==> src/rtl/rvIsaPkg.sv <==
`default_nettype none

package rvIsaPkg;

    // word and address width of RV32I
    localparam int xlen = 32;
    localparam int func3Width = 3; // width of the funct3 field

    // data memory geometry
    localparam int memWords = 1024;
    localparam int wordAddrWidth = 10; // log2 of memWords

    // load encodings
    localparam logic [func3Width-1:0] func3LB = 3'd0;
    localparam logic [func3Width-1:0] func3LH = 3'd1;
    localparam logic [func3Width-1:0] func3LW = 3'd2;
    localparam logic [func3Width-1:0] func3LBU = 3'd4;
    localparam logic [func3Width-1:0] func3LHU = 3'd5;

    // store encodings
    localparam logic [func3Width-1:0] func3SB = 3'd0;
    localparam logic [func3Width-1:0] func3SH = 3'd1;
    localparam logic [func3Width-1:0] func3SW = 3'd2;

    // one data word, seen either as bytes or as halfwords
    // lane 0 holds the least significant byte (little endian)
    typedef union packed {
        logic [xlen/8-1:0][7:0] bytes; // four byte lanes
        logic [xlen/16-1:0][15:0] halves; // two halfword lanes
    } dataWord;

    // one write enable per byte lane
    typedef logic [xlen/8-1:0] byteEnable;

endpackage

`default_nettype wire

==> src/rtl/loadExtend.sv <==
`timescale 1ns/1ps
`default_nettype none

module loadExtend (
    input wire rvIsaPkg::dataWord word,
    input wire logic [1:0] offset,
    input wire logic [rvIsaPkg::func3Width-1:0] func3,
    output rvIsaPkg::dataWord value
);
    import rvIsaPkg::*;

    logic [7:0] selByte; // addressed byte lane
    logic [15:0] selHalf; // addressed halfword lane

    // lane pick through the two views of the union
    assign selByte = word.bytes[offset];
    assign selHalf = word.halves[offset[1]]; // offset[0] is zero for legal halfwords

    always_comb
    begin
        case (func3)
            func3LB:
            begin
                value = {{(xlen-8){selByte[7]}}, selByte}; // sign extend byte
            end
            func3LH:
            begin
                value = {{(xlen-16){selHalf[15]}}, selHalf}; // sign extend half
            end
            func3LW:
            begin
                value = word; // whole word
            end
            func3LBU:
            begin
                value = {{(xlen-8){1'b0}}, selByte}; // zero extend byte
            end
            func3LHU:
            begin
                value = {{(xlen-16){1'b0}}, selHalf}; // zero extend half
            end
            default:
            begin
                value = '0; // refused as misaligned anyway
            end
        endcase
    end

endmodule

`default_nettype wire

==> config.mk <==
export PLATFORM = sky130hd
export DESIGN_NAME = loadExtend
export DESIGN_NICKNAME = d
export VERILOG_FILES = /design/src/rtl/rvIsaPkg.sv /design/src/rtl/loadExtend.sv
export SDC_FILE = /design/constraint.sdc
export NUM_CORES = 1
export LEC_CHECK = 0
export ABC_AREA = 0
export BUFFER_PORTS_ARGS = -buffer_cell sky130_fd_sc_hd__buf_2
export CAP_MARGIN = 10
export CORE_MARGIN = 10
export CORE_UTILIZATION = 30
export DETAILED_ROUTE_END_ITERATION = 7
export PLACE_DENSITY = 0.67
export RECOVER_POWER = 100
export REMOVE_ABC_BUFFERS = 1
export SETUP_SLACK_MARGIN = 0.05
export SLEW_MARGIN = 20
export SYNTH_ARGS = -nofsm -noshare
export SYNTH_HDL_FRONTEND = slang
export SYNTH_SLANG_ARGS = --single-unit
export TNS_END_PERCENT = 30
==> constraint.sdc <==
create_clock -name vclk -period 1
set_input_delay 0.1 -clock vclk [all_inputs]
set_output_delay 0.1 -clock vclk [all_outputs]
set_load 0.01 [all_outputs]
# Word level (Yosys, flattened, before mapping)
# Index checks and enable logic that the tools add are counted.
classes:
  n_reduce_logical: 1
  eq_ne: 4
  muxes: 5
  magnitude_cmp: 2
ops:
  columns: ["operator", "count"]
  rows:
  - ["one-hot mux 32 bit (5 select lines)", 1]
  - ["2-to-1 mux 16 bit", 2]
  - ["binary-select mux 8 bit (select 2 bit)", 1]
  - ["2-to-1 mux 8 bit", 1]
  - ["== test 3 bit, second input constant", 2]
  - ["== test 3 x 1 -> 1 bit, second input constant", 1]
  - ["== test 3 x 2 -> 1 bit, second input constant", 1]
  - ["zero test 3 bit", 1]
  - ["less-than comparator 2 x 3 -> 1 bit, second input constant", 1]
  - ["less-than comparator 1 x 2 -> 1 bit, second input constant", 1]
word_totals:
  reg_bits: 0
  word_cells: 12

# Longest topological paths before layout
depth:
  word_depth: 3
  mapped_depth: 6
  depth_no_buf: 3

# Worst setup path after synthesis
# Ideal clock, no wire load.
synth_path:
  kind: "input-to-output"
  start: "in offset[1]"
  end: "out value[14] (netlist bit)"
  slack_ps: -76
  stages: 5
  n_path_buf: 2
  t_arrival_ps: 976
  cell_sequence: "buf_6 > buf_6 > mux2_2 > a22oi_1 > o21ai_0"
synth_lines:
  columns: ["element", "line", "source"]
  rows:
  - ["start, declared", "loadExtend.sv:6", "input wire logic [1:0] offset,"]
  - ["end, declared", "loadExtend.sv:8", "output rvIsaPkg::dataWord value"]

==> results.yml <==
outcome:
  status: "finished with violations"
  violations: "negative setup slack"
floorplan:
  fp.dieW_um: 73.4
  die_h_um: 73.4
  start_util_pct: 31.3
  num_io_pins: 69
  row_count: 19
  core_area_um2: 2730
  die_area_um2: 5380
clock_tree:
  postCtsHoldBufs: 0
final_layout:
  drive_above_1_share_pct: 60.8
  antenna-diode-count: 0
  fin_cells: 220
  syn_to_final_growth_pct: 57.0
  seq_area_um2: 0
  clkbuf_count: 0
  nets: 228
  sequential_cell_total: 0
synthesis:
  syn_avg_cell_area_um2: 7.50
  yosysTopAreaCell: "mux2_2"
  yosys_warnings: 0
  ys_seq_area_share_pct: 0
  synth_cells: 114
  netlist_area_um2: 855
  yosysTopAreaCellShare_pct: 22.4
  synthTopCellsByArea: "mux2_2 22%, o211ai_1 14%, nand3_1 9.4%, mux2i_1 8.2%, a22oi_1 7.9%"
  synth_cell_types: 21
route:
  num_vias: 1218
  wire_per_inst_um: 17.5
  ant_nets: 0
  drt_pass1_iterations: 4
  drtIter0Drc: 151
  drc: 0
  routed_wl_um: 3850
  drt-vias-per-instance: 5.54
setup_path:
  crit_path_end_kind: "output pin"
  cp.arrival_ns: 1.21
  critical-path-top-delay-family: "buffers and inverters"
  cp_num_buf_inv: 3
  path_common_cell: "buf_2"
  startpoint_type: "input pin"
  critPathSlowestCell: "mux2_2"
  critical_path.max_stage_delay_ns: 0.36
  worst-setup-path-type: "input pin to output pin"
  worst_ep_required_time_ns: 0.90
  crit_path_max_fanout: 25
  crit_chain: "buf_2, mux2_2, a22oi_4, buf_12, o211ai_1, buf_2"
min_path:
  hold_path_class: "input pin to output pin"
timing:
  rsz0062_at_grt: "yes"
  fin_crit_ns: 1.31
  slew_headroom_pct: 79.7
  max_freq_mhz: 765
  hold_viol: 0
  postLayoutSetupSlackWorst_ns: -0.307
  slew_violations: 0
  fin_crit_sh_pct: 131
  worstMarginPinSlew_ns: 0.303
  setup_viol: 32
global_route:
  overflow: 0
  antenna_found_initial: 0
  grt_pass1_wl_um: 6050
  grt_max_degree: 26
  grt_usage_pct: 12.9
  grt_pass1_vias: 1295
power_and_ir_drop:
  power_w: 0.000694
  p_leak_nw: 0.707
  ir_worst_vdd_mv: 0.366
  power_density_nw_per_um2: 517
place:
  placement.io_buffers: 69
  place_congestion: 0.795
  placed_cells: 220
  dp_hpwl_um: 3100
flow_run:
  max-cap-violations: 0
## layout by cell type (no fill, tap or decap), drive strengths merged
| cell | instances |
|---|---|
| o211ai | 16 |
| o22ai | 7 |
| nand2b | 1 |
| nor2 | 2 |
| buf | 91 |
| nor2b | 2 |
| nand3 | 16 |
| o21ai | 9 |
| a22oi | 10 |
| nor3b | 1 |
| mux2 | 18 |
| nand3b | 1 |
| mux2i | 7 |
| nand2 | 7 |
| or2 | 1 |
## worst paths after layout
path                  start        end  slack (ns)  cells after the start
setup / recovery  offset[0]  value[23]       -0.31                      6
hold / removal     word[14]  value[14]        0.55                      4
## tightest hold or removal path: stages
cell     delay (ns)
buf_2          0.09
a22oi_1        0.06
o21ai_0        0.07
buf_2          0.13
## stage by stage
stage	util [%]	hold slack [ns]	cell area (um^2)	TNS, ns	worst slack, ns
6_report	49.1	0.553	1340	-8.56	-0.307
3_5_place_dp	48.3	0.554	1320	-8.64	-0.305
3_3_place_gp	48.3	0.549	1320	-7.51	-0.269
5_1_grt	49.1	0.567	1340	-9.83	-0.345
2_1_floorplan	-	0.302	746	-3.22	-0.158
4_1_cts	48.4	0.558	1320	-8.43	-0.305
## metal layers
metal	up-vias	share of wire (%)	track usage, %
li1	598	-	-
met1	569	41	15.7
met2	49	47	23.0
met3	2	11	2.96
met4	0	0.60	1.24
met5	-	0	0
## what timing repair did
item	4_1_cts	5_1_grt
setup buffers	0	0
setup endpoints to repair	32	32
gates cloned	0	0
gates resized for setup	2	5
## final cells by class
type               instances  area, um^2
multi-input cells         98         764
well taps                 31        38.8
fillers                  281        1390
repair buffers            91         538
## kinds of logic after synthesis
logic type	share of synthesized area, %
AOI/OAI and AO/OA	34.8
and+or+nand+nor	20.1
buffers and inverters	12.7
muxes	32.4
## Yosys cell counts
cell type	number
nor2_1	2
a22oi_1	9
mux2_4	1
buf_2	6
clkbuf_1	4
or2_2	1
nand3_1	16
mux2_2	17
nand2b_1	1
nor2b_1	2
nand2_1	7
o21ai_0	6
nand3b_4	1
nor3b_2	1
o211ai_1	16
o21ai_1	3
a22oi_4	1
buf_4	1
buf_6	5
o22ai_1	7
mux2i_1	7
## where the power goes
part	total, W	switching (W)	internal [W]	leakage, nW
registers	0	0	0	0
clock network	0	0	0	0
logic	0.000694	0.000353	0.000341	0.707
No activity file was read; power rests on OpenSTA's default activity.
