### config.mk
export PLATFORM = sky130hd
export DESIGN_NAME = storeAlign
export DESIGN_NICKNAME = d
export VERILOG_FILES = /design/src/rtl/rvIsaPkg.sv /design/src/rtl/memBusPkg.sv /design/src/rtl/storeAlign.sv
export SDC_FILE = /design/constraint.sdc
export NUM_CORES = 1
export LEC_CHECK = 0
export BUFFER_PORTS_ARGS = -buffer_cell sky130_fd_sc_hd__clkbuf_2
export CORE_MARGIN = 5
export CORE_UTILIZATION = 26
export DETAILED_ROUTE_END_ITERATION = 10
export PLACE_DENSITY = 0.93
export SYNTH_ARGS = -nofsm -noshare
export SYNTH_HDL_FRONTEND = slang
export SYNTH_SLANG_ARGS = --single-unit
### constraint.sdc
create_clock -name vclk -period 0.9
set_input_delay 0.18 -clock vclk [all_inputs]
set_output_delay 0.18 -clock vclk [all_outputs]
set_load 0.02 [all_outputs]
### src/rtl/rvIsaPkg.sv
`default_nettype none

package rvIsaPkg;

    // word and address width of RV32I
    localparam int xlen = 32;
    localparam int func3Width = 3; // width of the funct3 field

    // data memory geometry
    localparam int memWords = 1024;
    localparam int wordAddrWidth = 10; // log2 of memWords

    // load encodings
    localparam logic [func3Width-1:0] func3LB = 3'd0;
    localparam logic [func3Width-1:0] func3LH = 3'd1;
    localparam logic [func3Width-1:0] func3LW = 3'd2;
    localparam logic [func3Width-1:0] func3LBU = 3'd4;
    localparam logic [func3Width-1:0] func3LHU = 3'd5;

    // store encodings
    localparam logic [func3Width-1:0] func3SB = 3'd0;
    localparam logic [func3Width-1:0] func3SH = 3'd1;
    localparam logic [func3Width-1:0] func3SW = 3'd2;

    // one data word, seen either as bytes or as halfwords
    // lane 0 holds the least significant byte (little endian)
    typedef union packed {
        logic [xlen/8-1:0][7:0] bytes; // four byte lanes
        logic [xlen/16-1:0][15:0] halves; // two halfword lanes
    } dataWord;

    // one write enable per byte lane
    typedef logic [xlen/8-1:0] byteEnable;

endpackage

`default_nettype wire

### src/rtl/memBusPkg.sv
`default_nettype none

package memBusPkg;

    // core side request, held stable while cpuReq is high
    typedef struct packed {
        logic write; // 1 store, 0 load
        logic [rvIsaPkg::func3Width-1:0] func3; // size and sign of the access
        logic [rvIsaPkg::xlen-1:0] addr; // byte address
        rvIsaPkg::dataWord wdata; // store data, low bits used for sb/sh
    } lsuReq;

    // core side response, held stable while cpuAck is high
    typedef struct packed {
        rvIsaPkg::dataWord rdata; // extended load value, zero otherwise
        logic misaligned; // access refused, memory untouched
    } lsuRsp;

    // memory side request from the controller
    typedef struct packed {
        logic write; // 1 writes the enabled lanes
        logic [rvIsaPkg::wordAddrWidth-1:0] wordAddr; // word index into the RAM
        rvIsaPkg::dataWord wdata; // lane-shifted store data
        rvIsaPkg::byteEnable byteEn; // lanes to be written
    } memReq;

    // memory side response
    // the whole word is returned, lane selection happens in the unit
    typedef struct packed {
        rvIsaPkg::dataWord rdata; // registered read word
    } memRsp;

endpackage

`default_nettype wire

### src/rtl/storeAlign.sv
`timescale 1ns/1ps
`default_nettype none

module storeAlign (
    input wire memBusPkg::lsuReq req,
    output rvIsaPkg::dataWord laneData,
    output rvIsaPkg::byteEnable byteEn,
    output logic misaligned
);
    import rvIsaPkg::*;

    logic [1:0] offset; // byte offset inside the word

    assign offset = req.addr[1:0];

    // funct3[1:0] is the access size for loads and stores alike
    always_comb
    begin
        case (req.func3[1:0])
            2'd0:
            begin
                laneData.bytes = {4{req.wdata.bytes[0]}}; // byte copied to every lane
                byteEn = byteEnable'(4'b0001) << offset; // only the addressed lane
            end
            2'd1:
            begin
                laneData.halves = {2{req.wdata.halves[0]}}; // halfword in both halves
                byteEn = byteEnable'(4'b0011) << offset; // lower or upper half
            end
            default:
            begin
                laneData = req.wdata; // full word as is
                byteEn = '1;
            end
        endcase
    end

    // alignment and encoding check, separate tables for loads and stores
    always_comb
    begin
        if (req.write)
        begin
            case (req.func3)
                func3SB: misaligned = 1'b0; // bytes never misaligned
                func3SH: misaligned = offset[0]; // odd offset
                func3SW: misaligned = |offset;
                default: misaligned = 1'b1; // no such store
            endcase
        end
        else
        begin
            case (req.func3)
                func3LB, func3LBU: misaligned = 1'b0;
                func3LH, func3LHU: misaligned = offset[0];
                func3LW: misaligned = |offset;
                default: misaligned = 1'b1; // funct3 3, 6, 7 undefined
            endcase
        end
    end

endmodule

`default_nettype wire

# [After elaboration in Yosys (flattened, before gate mapping)]
# Cells that the tools add are included.
# Widths: inputs -> output; s select.
[word_totals] in_bits=68 out_inout_bits=37 regBits=0 n_memories=0 romBits=0 latchBits=0 ramBits=0 word_cells=17
[classes] mux=5 shifts=2 order_cmp=0 add_sub_neg=0 n_eq_ne=5 n_bitwise=0 n_mul=0 div=0 reduce_logical=5
[ops] cell="$pmux 32 s2" count=1
[ops] cell="$pmux 4 s2" count=1
[ops] cell="$eq 3x3->1 const B" count=2
[ops] cell="$pmux 1 s3" count=2
[ops] cell="$reduce_or 2->1" count=3
[ops] cell="$shl 1x2->4 const A" count=1
[ops] cell="$shl 2x2->4 const A" count=1
[ops] cell="$eq 3x1->1 const B" count=1
[ops] cell="$eq 3x2->1 const B" count=1
[ops] cell="$logic_not 3->1" count=1
[ops] cell="$eq 2x1->1 const B" count=1
[ops] cell="$logic_not 2->1" count=1
[ops] cell="$mux 1" count=1

# [Longest topological paths before layout]
[depth] ltp_word=4 mapped_depth=4 depth_no_buf=2

# [Worst setup path after synthesis]
# OpenSTA, ideal clock, no wires.
[synth_timing] path_kind="input to output" from="in req[65] in the netlist's numbering" to="out laneData[10] in the netlist's numbering" path_buffers=0 slack_ns=-0.049 arrival_time_ns=0.769 stages=2 required_time_ns=0.720 cell_sequence="nor2_4 -> mux2_2"
[synth_rtl] element="start, declared" line_no="storeAlign.sv:5" source="input wire memBusPkg::lsuReq req,"
[synth_rtl] element="end, declared" line_no="storeAlign.sv:6" source="output rvIsaPkg::dataWord laneData,"

==> flow_summary.json <==
{
  "status": "finished with violations",
  "violations": "setup timing",
  "final_cell_mix": "clkbuf_2 (48), buf_6 (13), mux2_4 (11), buf_4 (11), clkbuf_8 (10)",
  "rsz0062_at_grt": "true",
  "yosysSeqAreaShare": 0,
  "worst-setup-path-type": "in2out",
  "ant_nets": 0,
  "routed_wl_mm": 2.388,
  "cp.required_ps": 720,
  "timing.final.ws_setup_ps": -273.6,
  "insertedDiodeCount": 0,
  "p_leak_uw": 0.0007227,
  "coreArea_sq_um": 1922,
  "cp-start-kind": "input pin",
  "cts_hold_buf": 0,
  "dp_hpwl_mm": 1.605,
  "overflow": 0,
  "crit_path_end_kind": "primary output",
  "ys_warn_count": 0,
  "grt_pass1_wl_mm": 3.174,
  "dp_slack_ps": -376.9,
  "relSlewSlack": 0.8826,
  "die_area_sq_um": 2950,
  "synth_fa_ha_area_frac": 0,
  "initial_core_util": 0.2656,
  "fin_crit_sh": 1.304,
  "synthMuxAreaShare": 0.5098,
  "synth-compound-area-share": 0.1691,
  "n_fill_cell": 151,
  "drive_above_1_share": 0.8836,
  "syn-num-nets": 132,
  "grtUsageTotal": 0.1380,
  "dieWidth_um": 54.31,
  "syn_avg_cell_area_sq_um": 7.976,
  "grt_pass1_vias": 793,
  "row_count": 16,
  "worstMarginPinSlew_ps": 171.1,
  "synth.cell_area_sq_um": 510.5,
  "slew_violations": 0,
  "n_sequential_cell": 0,
  "final_common_cell": "clkbuf_2",
  "grt_max_degree": 15,
  "p_total_uw": 897.6,
  "drt-vias-per-instance": 4.572,
  "cp_data_arrival_time_ps": 990,
  "synth_cell_type_count": 18,
  "dieHeight_um": 54.31,
  "fin_nets": 216,
  "avgRoutedWirePerCell_um": 13.80,
  "path_max_fanout": 4,
  "hold_viol": 0,
  "port_buffers": 75,
  "holdCritPathClass": "in2out",
  "seq_area_sq_um": 0,
  "drcViolationCount": 0,
  "vias": 791,
  "irDropWorstVdd_mv": 0.3456,
  "placed_cells": 162,
  "synthXorXnorAreaFrac": 0,
  "cap_viol_max_count": 0,
  "synth_top_family_by_area": "multiplexers",
  "fmax_mhz": 852.1,
  "areaGrowthSynthToFinish_pct": 167.2,
  "p_per_area_nw_per_um2": 658.1,
  "first_iter_violations": 0,
  "synthCells": 64,
  "period_needed_ps": 1174,
  "synth-simple-area-share": 0.1275,
  "whs_ps": 621.8,
  "gp_congestion": 0.6392,
  "final_cells": 173,
  "io_pins": 105,
  "setup_viol": 29,
  "nClkBuffers": 0,
  "dr.pass1.iters": 1,
  "antenna_found_initial": 0
}
## timing repair
item | CTS | global route
buffers inserted | 3 | 9
pin swaps | 3 | 2
resized for setup | 59 | 46
setup endpoints to repair | 29 | 29
## cells by family (layout without fill, tap and decap cells)
family,Yosys count,count (layout)
AOI/OAI and AO/OA,14,14
buffers and inverters,13,95
muxes,24,24
and+or+nand+nor,13,13
## critical path: stages
cell and delay (ps):
clkbuf_16 130, nor2_4 100, buf_6 140, mux2_4 310, buf_8 130
## final timing paths
path	start	end	slack (ps)	depth (start not counted)
setup / recovery	req[64]	laneData[8]	-270	5
hold / removal	req[7]	laneData[7]	620	2
## cells in the mapped netlist
cell,n,share of area
mux2_2,16,0.35
buf_4,9,0.13
mux2i_1,8,0.16
nand2_1,8,0.059
o21ai_1,7,0.069
buf_6,2,0.044
nor2_1,2,0.015
o21bai_1,2,0.029
a211o_1,1,0.017
a21oi_1,1,0.0098
a221oi_1,1,0.017
and3b_2,1,0.020
clkbuf_2,1,0.0098
inv_1,1,0.0073
nand2b_1,1,0.012
nor2_4,1,0.022
o21ai_0,1,0.0098
o21ai_2,1,0.017
## routing by layer
layer | vias up | part of all wire | GRT usage
met5 | - | 0 | 0
met4 | 0 | 0 | 0
met3 | 0 | 0.10 | 0.03815
met2 | 49 | 0.56 | 0.2829
met1 | 351 | 0.34 | 0.1442
li1 | 391 | - | -
## area by class of cell
class | count | area (sq um) | share of cell area
timing repair buffer | 94 | 807.0 | 0.5917
multi-input combinational | 51 | 519.2 | 0.3807
inverter | 1 | 3.754 | 0.002752
tap | 27 | 33.78 | 0.02477
## through the flow
step | TNS, ps | util | instance area, sq um
final | -6131 | 0.7096 | 1364
after global routing | -6907 | 0.7096 | 1364
after CTS | -6790 | 0.6204 | 1192
after detailed placement | -8164 | 0.4792 | 920.9
after global placement | -8030 | 0.4792 | 920.9
after floorplan | -465.6 | - | 546.8
## power breakdown
group	switching, uW	internal (uW)
logic	405	493
registers	0	0
clock network	0	0
total	405	493
No activity file was read; power rests on OpenSTA's default activity.
