<file path="config.mk">
export PLATFORM = sky130hd
export DESIGN_NAME = lsuCtrl
export DESIGN_NICKNAME = d
export VERILOG_FILES = /design/src/rtl/rvIsaPkg.sv /design/src/rtl/memBusPkg.sv /design/src/rtl/lsuCtrl.sv
export SDC_FILE = /design/constraint.sdc
export NUM_CORES = 1
export LEC_CHECK = 0
export ABC_AREA = 1
export BUFFER_PORTS_ARGS = -buffer_cell sky130_fd_sc_hd__buf_2
export CAP_MARGIN = 10
export CORE_AREA = 3 3 111 113
export CTS_CLUSTER_DIAMETER = 40
export DETAILED_ROUTE_END_ITERATION = 7
export DIE_AREA = 0 0 114 116
export PLACE_DENSITY = 0.71
export SETUP_SLACK_MARGIN = 0.02
export SLEW_MARGIN = 20
export SYNTH_ARGS = -nofsm -noshare
export SYNTH_HDL_FRONTEND = slang
export SYNTH_SLANG_ARGS = --single-unit
</file>
<file path="constraint.sdc">
create_clock -name clk -period 4.5 [get_ports clk]
set_clock_uncertainty 0.1 [all_clocks]
set_input_delay 0.45 -clock clk [delete_from_list [all_inputs] [get_ports clk]]
set_output_delay 0.45 -clock clk [all_outputs]
set_load 0.1 [all_outputs]
</file>
<file path="src/rtl/rvIsaPkg.sv">
`default_nettype none

package rvIsaPkg;

    // word and address width of RV32I
    localparam int xlen = 32;
    localparam int func3Width = 3; // width of the funct3 field

    // data memory geometry
    localparam int memWords = 1024;
    localparam int wordAddrWidth = 10; // log2 of memWords

    // load encodings
    localparam logic [func3Width-1:0] func3LB = 3'd0;
    localparam logic [func3Width-1:0] func3LH = 3'd1;
    localparam logic [func3Width-1:0] func3LW = 3'd2;
    localparam logic [func3Width-1:0] func3LBU = 3'd4;
    localparam logic [func3Width-1:0] func3LHU = 3'd5;

    // store encodings
    localparam logic [func3Width-1:0] func3SB = 3'd0;
    localparam logic [func3Width-1:0] func3SH = 3'd1;
    localparam logic [func3Width-1:0] func3SW = 3'd2;

    // one data word, seen either as bytes or as halfwords
    // lane 0 holds the least significant byte (little endian)
    typedef union packed {
        logic [xlen/8-1:0][7:0] bytes; // four byte lanes
        logic [xlen/16-1:0][15:0] halves; // two halfword lanes
    } dataWord;

    // one write enable per byte lane
    typedef logic [xlen/8-1:0] byteEnable;

endpackage

`default_nettype wire

</file>
<file path="src/rtl/memBusPkg.sv">
`default_nettype none

package memBusPkg;

    // core side request, held stable while cpuReq is high
    typedef struct packed {
        logic write; // 1 store, 0 load
        logic [rvIsaPkg::func3Width-1:0] func3; // size and sign of the access
        logic [rvIsaPkg::xlen-1:0] addr; // byte address
        rvIsaPkg::dataWord wdata; // store data, low bits used for sb/sh
    } lsuReq;

    // core side response, held stable while cpuAck is high
    typedef struct packed {
        rvIsaPkg::dataWord rdata; // extended load value, zero otherwise
        logic misaligned; // access refused, memory untouched
    } lsuRsp;

    // memory side request from the controller
    typedef struct packed {
        logic write; // 1 writes the enabled lanes
        logic [rvIsaPkg::wordAddrWidth-1:0] wordAddr; // word index into the RAM
        rvIsaPkg::dataWord wdata; // lane-shifted store data
        rvIsaPkg::byteEnable byteEn; // lanes to be written
    } memReq;

    // memory side response
    // the whole word is returned, lane selection happens in the unit
    typedef struct packed {
        rvIsaPkg::dataWord rdata; // registered read word
    } memRsp;

endpackage

`default_nettype wire

</file>
<file path="src/rtl/lsuCtrl.sv">
`timescale 1ns/1ps
`default_nettype none

module lsuCtrl (
    input wire logic clk,
    input wire logic rstN,
    input wire logic cpuReq,
    input wire memBusPkg::lsuReq cpuReqData,
    output logic cpuAck,
    output memBusPkg::lsuRsp cpuRsp,
    input wire logic misaligned,
    input wire rvIsaPkg::dataWord laneData,
    input wire rvIsaPkg::byteEnable byteEn,
    input wire rvIsaPkg::dataWord loadValue,
    output rvIsaPkg::dataWord loadWord,
    output logic memReqValid,
    output memBusPkg::memReq memReqData,
    input wire logic memAck,
    input wire memBusPkg::memRsp memRspData
);
    import rvIsaPkg::*;

    typedef enum logic [2:0] {
        sIdle, // waiting for cpuReq
        sMemReq, // memReqValid high, waiting for memAck
        sMemRel, // memReqValid low, waiting for memAck to drop
        sCoreAck, // cpuAck high, waiting for cpuReq to drop
        sCoreRel // ack low for one cycle before the next request
    } ctrlState;

    ctrlState state;

    // control part of the FSM
    always_ff @(posedge clk)
    begin
        if (!rstN)
        begin
            state <= sIdle;
            cpuAck <= 1'b0;
            cpuRsp <= '0;
            memReqValid <= 1'b0;
        end
        else
        begin
            case (state)
                sIdle:
                begin
                    if (cpuReq && misaligned)
                    begin
                        cpuRsp <= '{rdata: '0, misaligned: 1'b1}; // refused, no memory access
                        cpuAck <= 1'b1;
                        state <= sCoreAck;
                    end
                    else if (cpuReq)
                    begin
                        memReqValid <= 1'b1; // start memory handshake
                        state <= sMemReq;
                    end
                end
                sMemReq:
                begin
                    if (memAck)
                    begin
                        memReqValid <= 1'b0; // release the memory
                        state <= sMemRel;
                    end
                end
                sMemRel:
                begin
                    if (!memAck)
                    begin
                        // loadWord was captured one cycle earlier, loadValue settled
                        cpuRsp.rdata <= cpuReqData.write ? dataWord'('0) : loadValue;
                        cpuRsp.misaligned <= 1'b0;
                        cpuAck <= 1'b1;
                        state <= sCoreAck;
                    end
                end
                sCoreAck:
                begin
                    if (!cpuReq)
                    begin
                        cpuAck <= 1'b0; // requester done, return to zero
                        state <= sCoreRel;
                    end
                end
                default:
                begin
                    state <= sIdle; // sCoreRel and any stray code
                end
            endcase
        end
    end

    // payload registers
    always_ff @(posedge clk)
    begin
        if (state == sIdle && cpuReq)
        begin
            memReqData <= '{
                write: cpuReqData.write,
                wordAddr: cpuReqData.addr[wordAddrWidth+1:2],
                wdata: laneData,
                byteEn: byteEn
            };
        end
        if (state == sMemReq && memAck)
        begin
            loadWord <= memRspData.rdata; // raw word for loadExtend
        end
    end

endmodule

`default_nettype wire

</file>
After elaboration in Yosys (flattened, before gate mapping)

Index checks and enable logic that the tools add are counted.
Widths: inputs -> output; s select.

Register bits after elaboration: 117
Logic and storage cells: 49
Output and inout bits: 114

Muxes and demuxes: 18
Reductions and logical operators: 11
Equal/unequal tests: 10

Operators by type and width:

| kind               | count |
|---|---|
| $mux 33            | 2 |
| $pmux 33 s2        | 1 |
| $mux 32            | 1 |
| $mux 3             | 5 |
| $ne 2x2->1 const B | 6 |
| $pmux 3 s4         | 1 |
| $reduce_and 4->1   | 3 |
| $eq 3x2->1 const B | 2 |
| $mux 1             | 6 |
| $reduce_bool 2->1  | 2 |
| $eq 3x1->1 const B | 1 |
| $logic_and 1x1->1  | 3 |
| $logic_not 3->1    | 1 |
| $ne 3x3->1 const B | 1 |
| $pmux 1 s3         | 1 |
| $reduce_and 3->1   | 1 |
| $reduce_bool 3->1  | 1 |
| $pmux 1 s2         | 1 |

Depth between registers and ports, before layout

Depth in word-level cells: 3
Depth in mapped cells: 8

Worst setup path after synthesis

OpenSTA, ideal clock, no wires.

Path type: reg-to-reg
From: register state[2]
To: register memReqData[0] (netlist name) (enable)
Arrival time: 2.652 ns
Path slack: 1.296 ns
Stages on the path, launching flop included: 6
Clock period less this slack: 3.204 ns
Setup time: 0.452 ns
Cells stage by stage: dfxtp_1 > inv_1 > nand2_2 > nor2_1 > inv_1 > nor2_1

Cells in the longest elaborated chain, start to end: 2

RTL lines:

| what                   | line           | source |
|---|---|---|
| start, declared        | lsuCtrl.sv:31  | `ctrlState state;` |
| start signal, assigned | lsuCtrl.sv:38  | `state <= sIdle;` |
| start signal, assigned | lsuCtrl.sv:52  | `state <= sCoreAck;` |
| start signal, assigned | lsuCtrl.sv:57  | `state <= sMemReq;` |
| $logic_not 3->1        | lsuCtrl.sv:98  | `if (state == sIdle && cpuReq)` |
| $logic_and 1x1->1      | lsuCtrl.sv:98  |  |
| end signal, assigned   | lsuCtrl.sv:100 | `memReqData <= '{` |
| end, declared          | lsuCtrl.sv:17  | `output memBusPkg::memReq memReqData,` |

No other way between the ends.
A chain may end at the register's enable or synchronous reset.

Worst setup path in the final report

From: register state[2]
To: register memReqData[40] (netlist name) (enable)

The elaborated chain is that of the path after synthesis.

==> out/metrics.yaml <==
dp.final_hpwl_um: 8480
drt_iter0_markers: 163
insertion_delay_ns: 0.40
io_buffers: 229
finalCritPeriodShare_pct: 47.2
cp_slowest_cell: "buf_4"
track_usage_pct: 16.4
routed-via-count: 3251
cts_tree: "yes"
pwr-share-seq_pct: 29.5
syn_nets: 514
cpMostUsedCell: "inv_1"
cp.arrival_ns: 2.09
power_density_mw_per_mm2: 888
antenna_found_initial: 0
cts_sinks: 117
hold_path.startpoint: "laneData[16]"
cp-end-kind: "flop"
wl_um: 11100
post_cts_resized: 0
ir_worst_vdd_mv: 0.557
die_h_um: 116
syn2layout_area_growth_pct: 42.1
ios: 287
synth_warnings: 0
crit_family: "buffers and inverters"
cp_max_fo: 30
grt_overflow: 0
maxSlewViolCount: 0
min_period_ns: 2.12
grt_max_degree: 52
tns_ns: 0
hold_viol_final: 0
rsz0062_at_grt: "no"
initial_core_util_pct: 36.4
status: "finished clean"
syn-cell-area_mm2: 0.00416
grt_pass1_vias: 3154
cts-hold-fix-buffers: 0
final_util_pct: 51.8
root_buffer: "clkbuf_16"
cts_max_path_buffers: 2
wl_per_cell_um: 15.1
crit_type: "flop to flop"
worst_slack_ns: 2.38
synth-seq-cells: 117
power.switching_mw: 2.76
max_slew_margin_pct: 58.4
ys_seq_area_share_pct: 75.3
cts_made_buffers: 17
insertedDiodeCount: 0
dieWidth_um: 114
p_clk_share_pct: 22.0
hp-class: "input pin to flop"
grt_pass1_wl_um: 16200
drcViolationCount: 0
final-setup-viol-count: 0
intPower_mw: 2.49
critPathLaunchType: "flop"
swShare_pct: 52.6
synth_cells: 341
die_area_mm2: 0.0132
pre_cts_ws_ns: 2.37
ys_types: 23
crit_chain: "inv_1 -> nand2_2 -> nor2_1 -> inv_1 -> nor2_4 -> buf_4"
cp-startpoint: "state[2]"
combPwrFrac_pct: 48.5
critPathMaxStageDelay_ns: 0.45
postCtsSetupBuffers: 0
n_fill_cell: 1010
worst-path-buf-inv: 3
r2r_start: "state[2]"
syn_avg_cell_area_um2: 12.2
fin_nets: 750
cp_data_required_time_ns: 4.46
ant_nets: 0
max_cap_viol_count: 0
fmax_mhz: 471
tightest_slew_ns: 0.624
p_leak_nw: 2.73
drive_above_1_share_pct: 45.9
rrSetupSlack_ns: 2.38
first_pass_iters: 4
placement_rows: 39
cts.htree.levels: 4
routabilityCongestion: 0.745
clk_pin_slew_ns: 0.05
vias_per_cell: 4.44
core_area_mm2: 0.0114
power groups by stage:
stage	clock network, mW	logic, mW	registers, mW
2_1_floorplan	0	0.535	3.26
3_3_place_gp	0	2.54	1.56
3_5_place_dp	0	2.57	1.57
4_1_cts	1.18	2.57	1.55
5_1_grt	1.24	2.68	1.58
6_report	1.16	2.55	1.55
final cells by class:
class	instances	area, um^2	area share [%]
Inverter	27	104	1.76
Clock inverter	13	87.6	1.48
Tap cell	143	179	3.03
Multi-Input combinational cell	183	817	13.8
Sequential cell	117	3130	53.0
Timing Repair Buffer	231	1160	19.6
Clock buffer	19	433	7.32
layout by cell type (no fill, tap or decap):
cell type,Yosys,layout
a21oi_1,20,20
a21oi_2,1,1
buf_2,4,229
buf_4,2,2
clkbuf_1,1,2
clkbuf_16,0,17
clkinv_1,0,2
clkinv_2,0,3
clkinv_4,0,4
clkinvlp_4,0,4
dfxtp_1,38,38
edfxtp_1,79,79
inv_1,24,24
inv_2,2,2
inv_4,1,1
nand2_1,57,57
nand2_2,1,1
nand2_4,2,2
nand3_1,3,3
nand3_4,1,1
nand4_1,3,3
nor2_1,74,72
nor2_2,0,1
nor2_4,1,2
nor2_8,1,1
nor3_1,1,1
o21ai_0,16,16
o21ai_1,2,2
stage by stage:
| step | cell area [um^2] | power (mW) | instances | hold slack [ns] |
|---|---|---|---|---|
| 6_report | 5910 | 5.25 | 733 | 0.117 |
| 5_1_grt | 5910 | 5.50 | 733 | 0.0849 |
| 4_1_cts | 5910 | 5.31 | 733 | 0.101 |
| 3_5_place_dp | 5390 | 4.14 | 701 | 0.340 |
| 3_3_place_gp | 5390 | 4.10 | 701 | 0.336 |
| 2_1_floorplan | 4160 | 3.80 | 341 | 0.449 |
flip-flops by register name, indices dropped and copies added (netlist names):
signal       flops
state            3
memReqData      47
memReqValid      1
loadWord        32
cpuRsp          33
cpuAck           1
per-layer routing:
| metal | wire (um) | vias up | track usage (%) |
|---|---|---|---|
| met5 | 0 | - | 0 |
| met4 | 172 | 0 | 7.13 |
| met2 | 5770 | 151 | 28.3 |
| met1 | 4030 | 1480 | 17.6 |
| li1 | - | 1605 | - |
| met3 | 1110 | 15 | 7.15 |
cells in the mapped netlist, drive strengths merged:
master	count	area [um^2]
buf	13	114
nand2	60	243
inv	27	104
nand3	4	32.5
o21ai	18	90.1
dfxtp	38	761
edfxtp	79	2370
nor3	1	5.00
nor2	76	309
nand4	3	18.8
clkbuf	1	3.75
a21oi	21	109
kinds of logic (layout without fill, tap and decap cells):
family | Yosys count | count (layout) | share of synthesized area, %
and+or+nand+nor | 144 | 144 | 14.6
DFF | 117 | 117 | 75.3
buffers and inverters | 41 | 290 | 5.32
AOI/OAI and AO/OA | 39 | 39 | 4.78
path summary, 6_finish.rpt:
check	cells past startpoint	end
worst max-delay path	6	memReqData[40]
worst min-delay path	1	memReqData[20]
worst max register to register	6	memReqData[40]
worst min register to register	2	cpuAck
(Power assumes the default switching activity.)
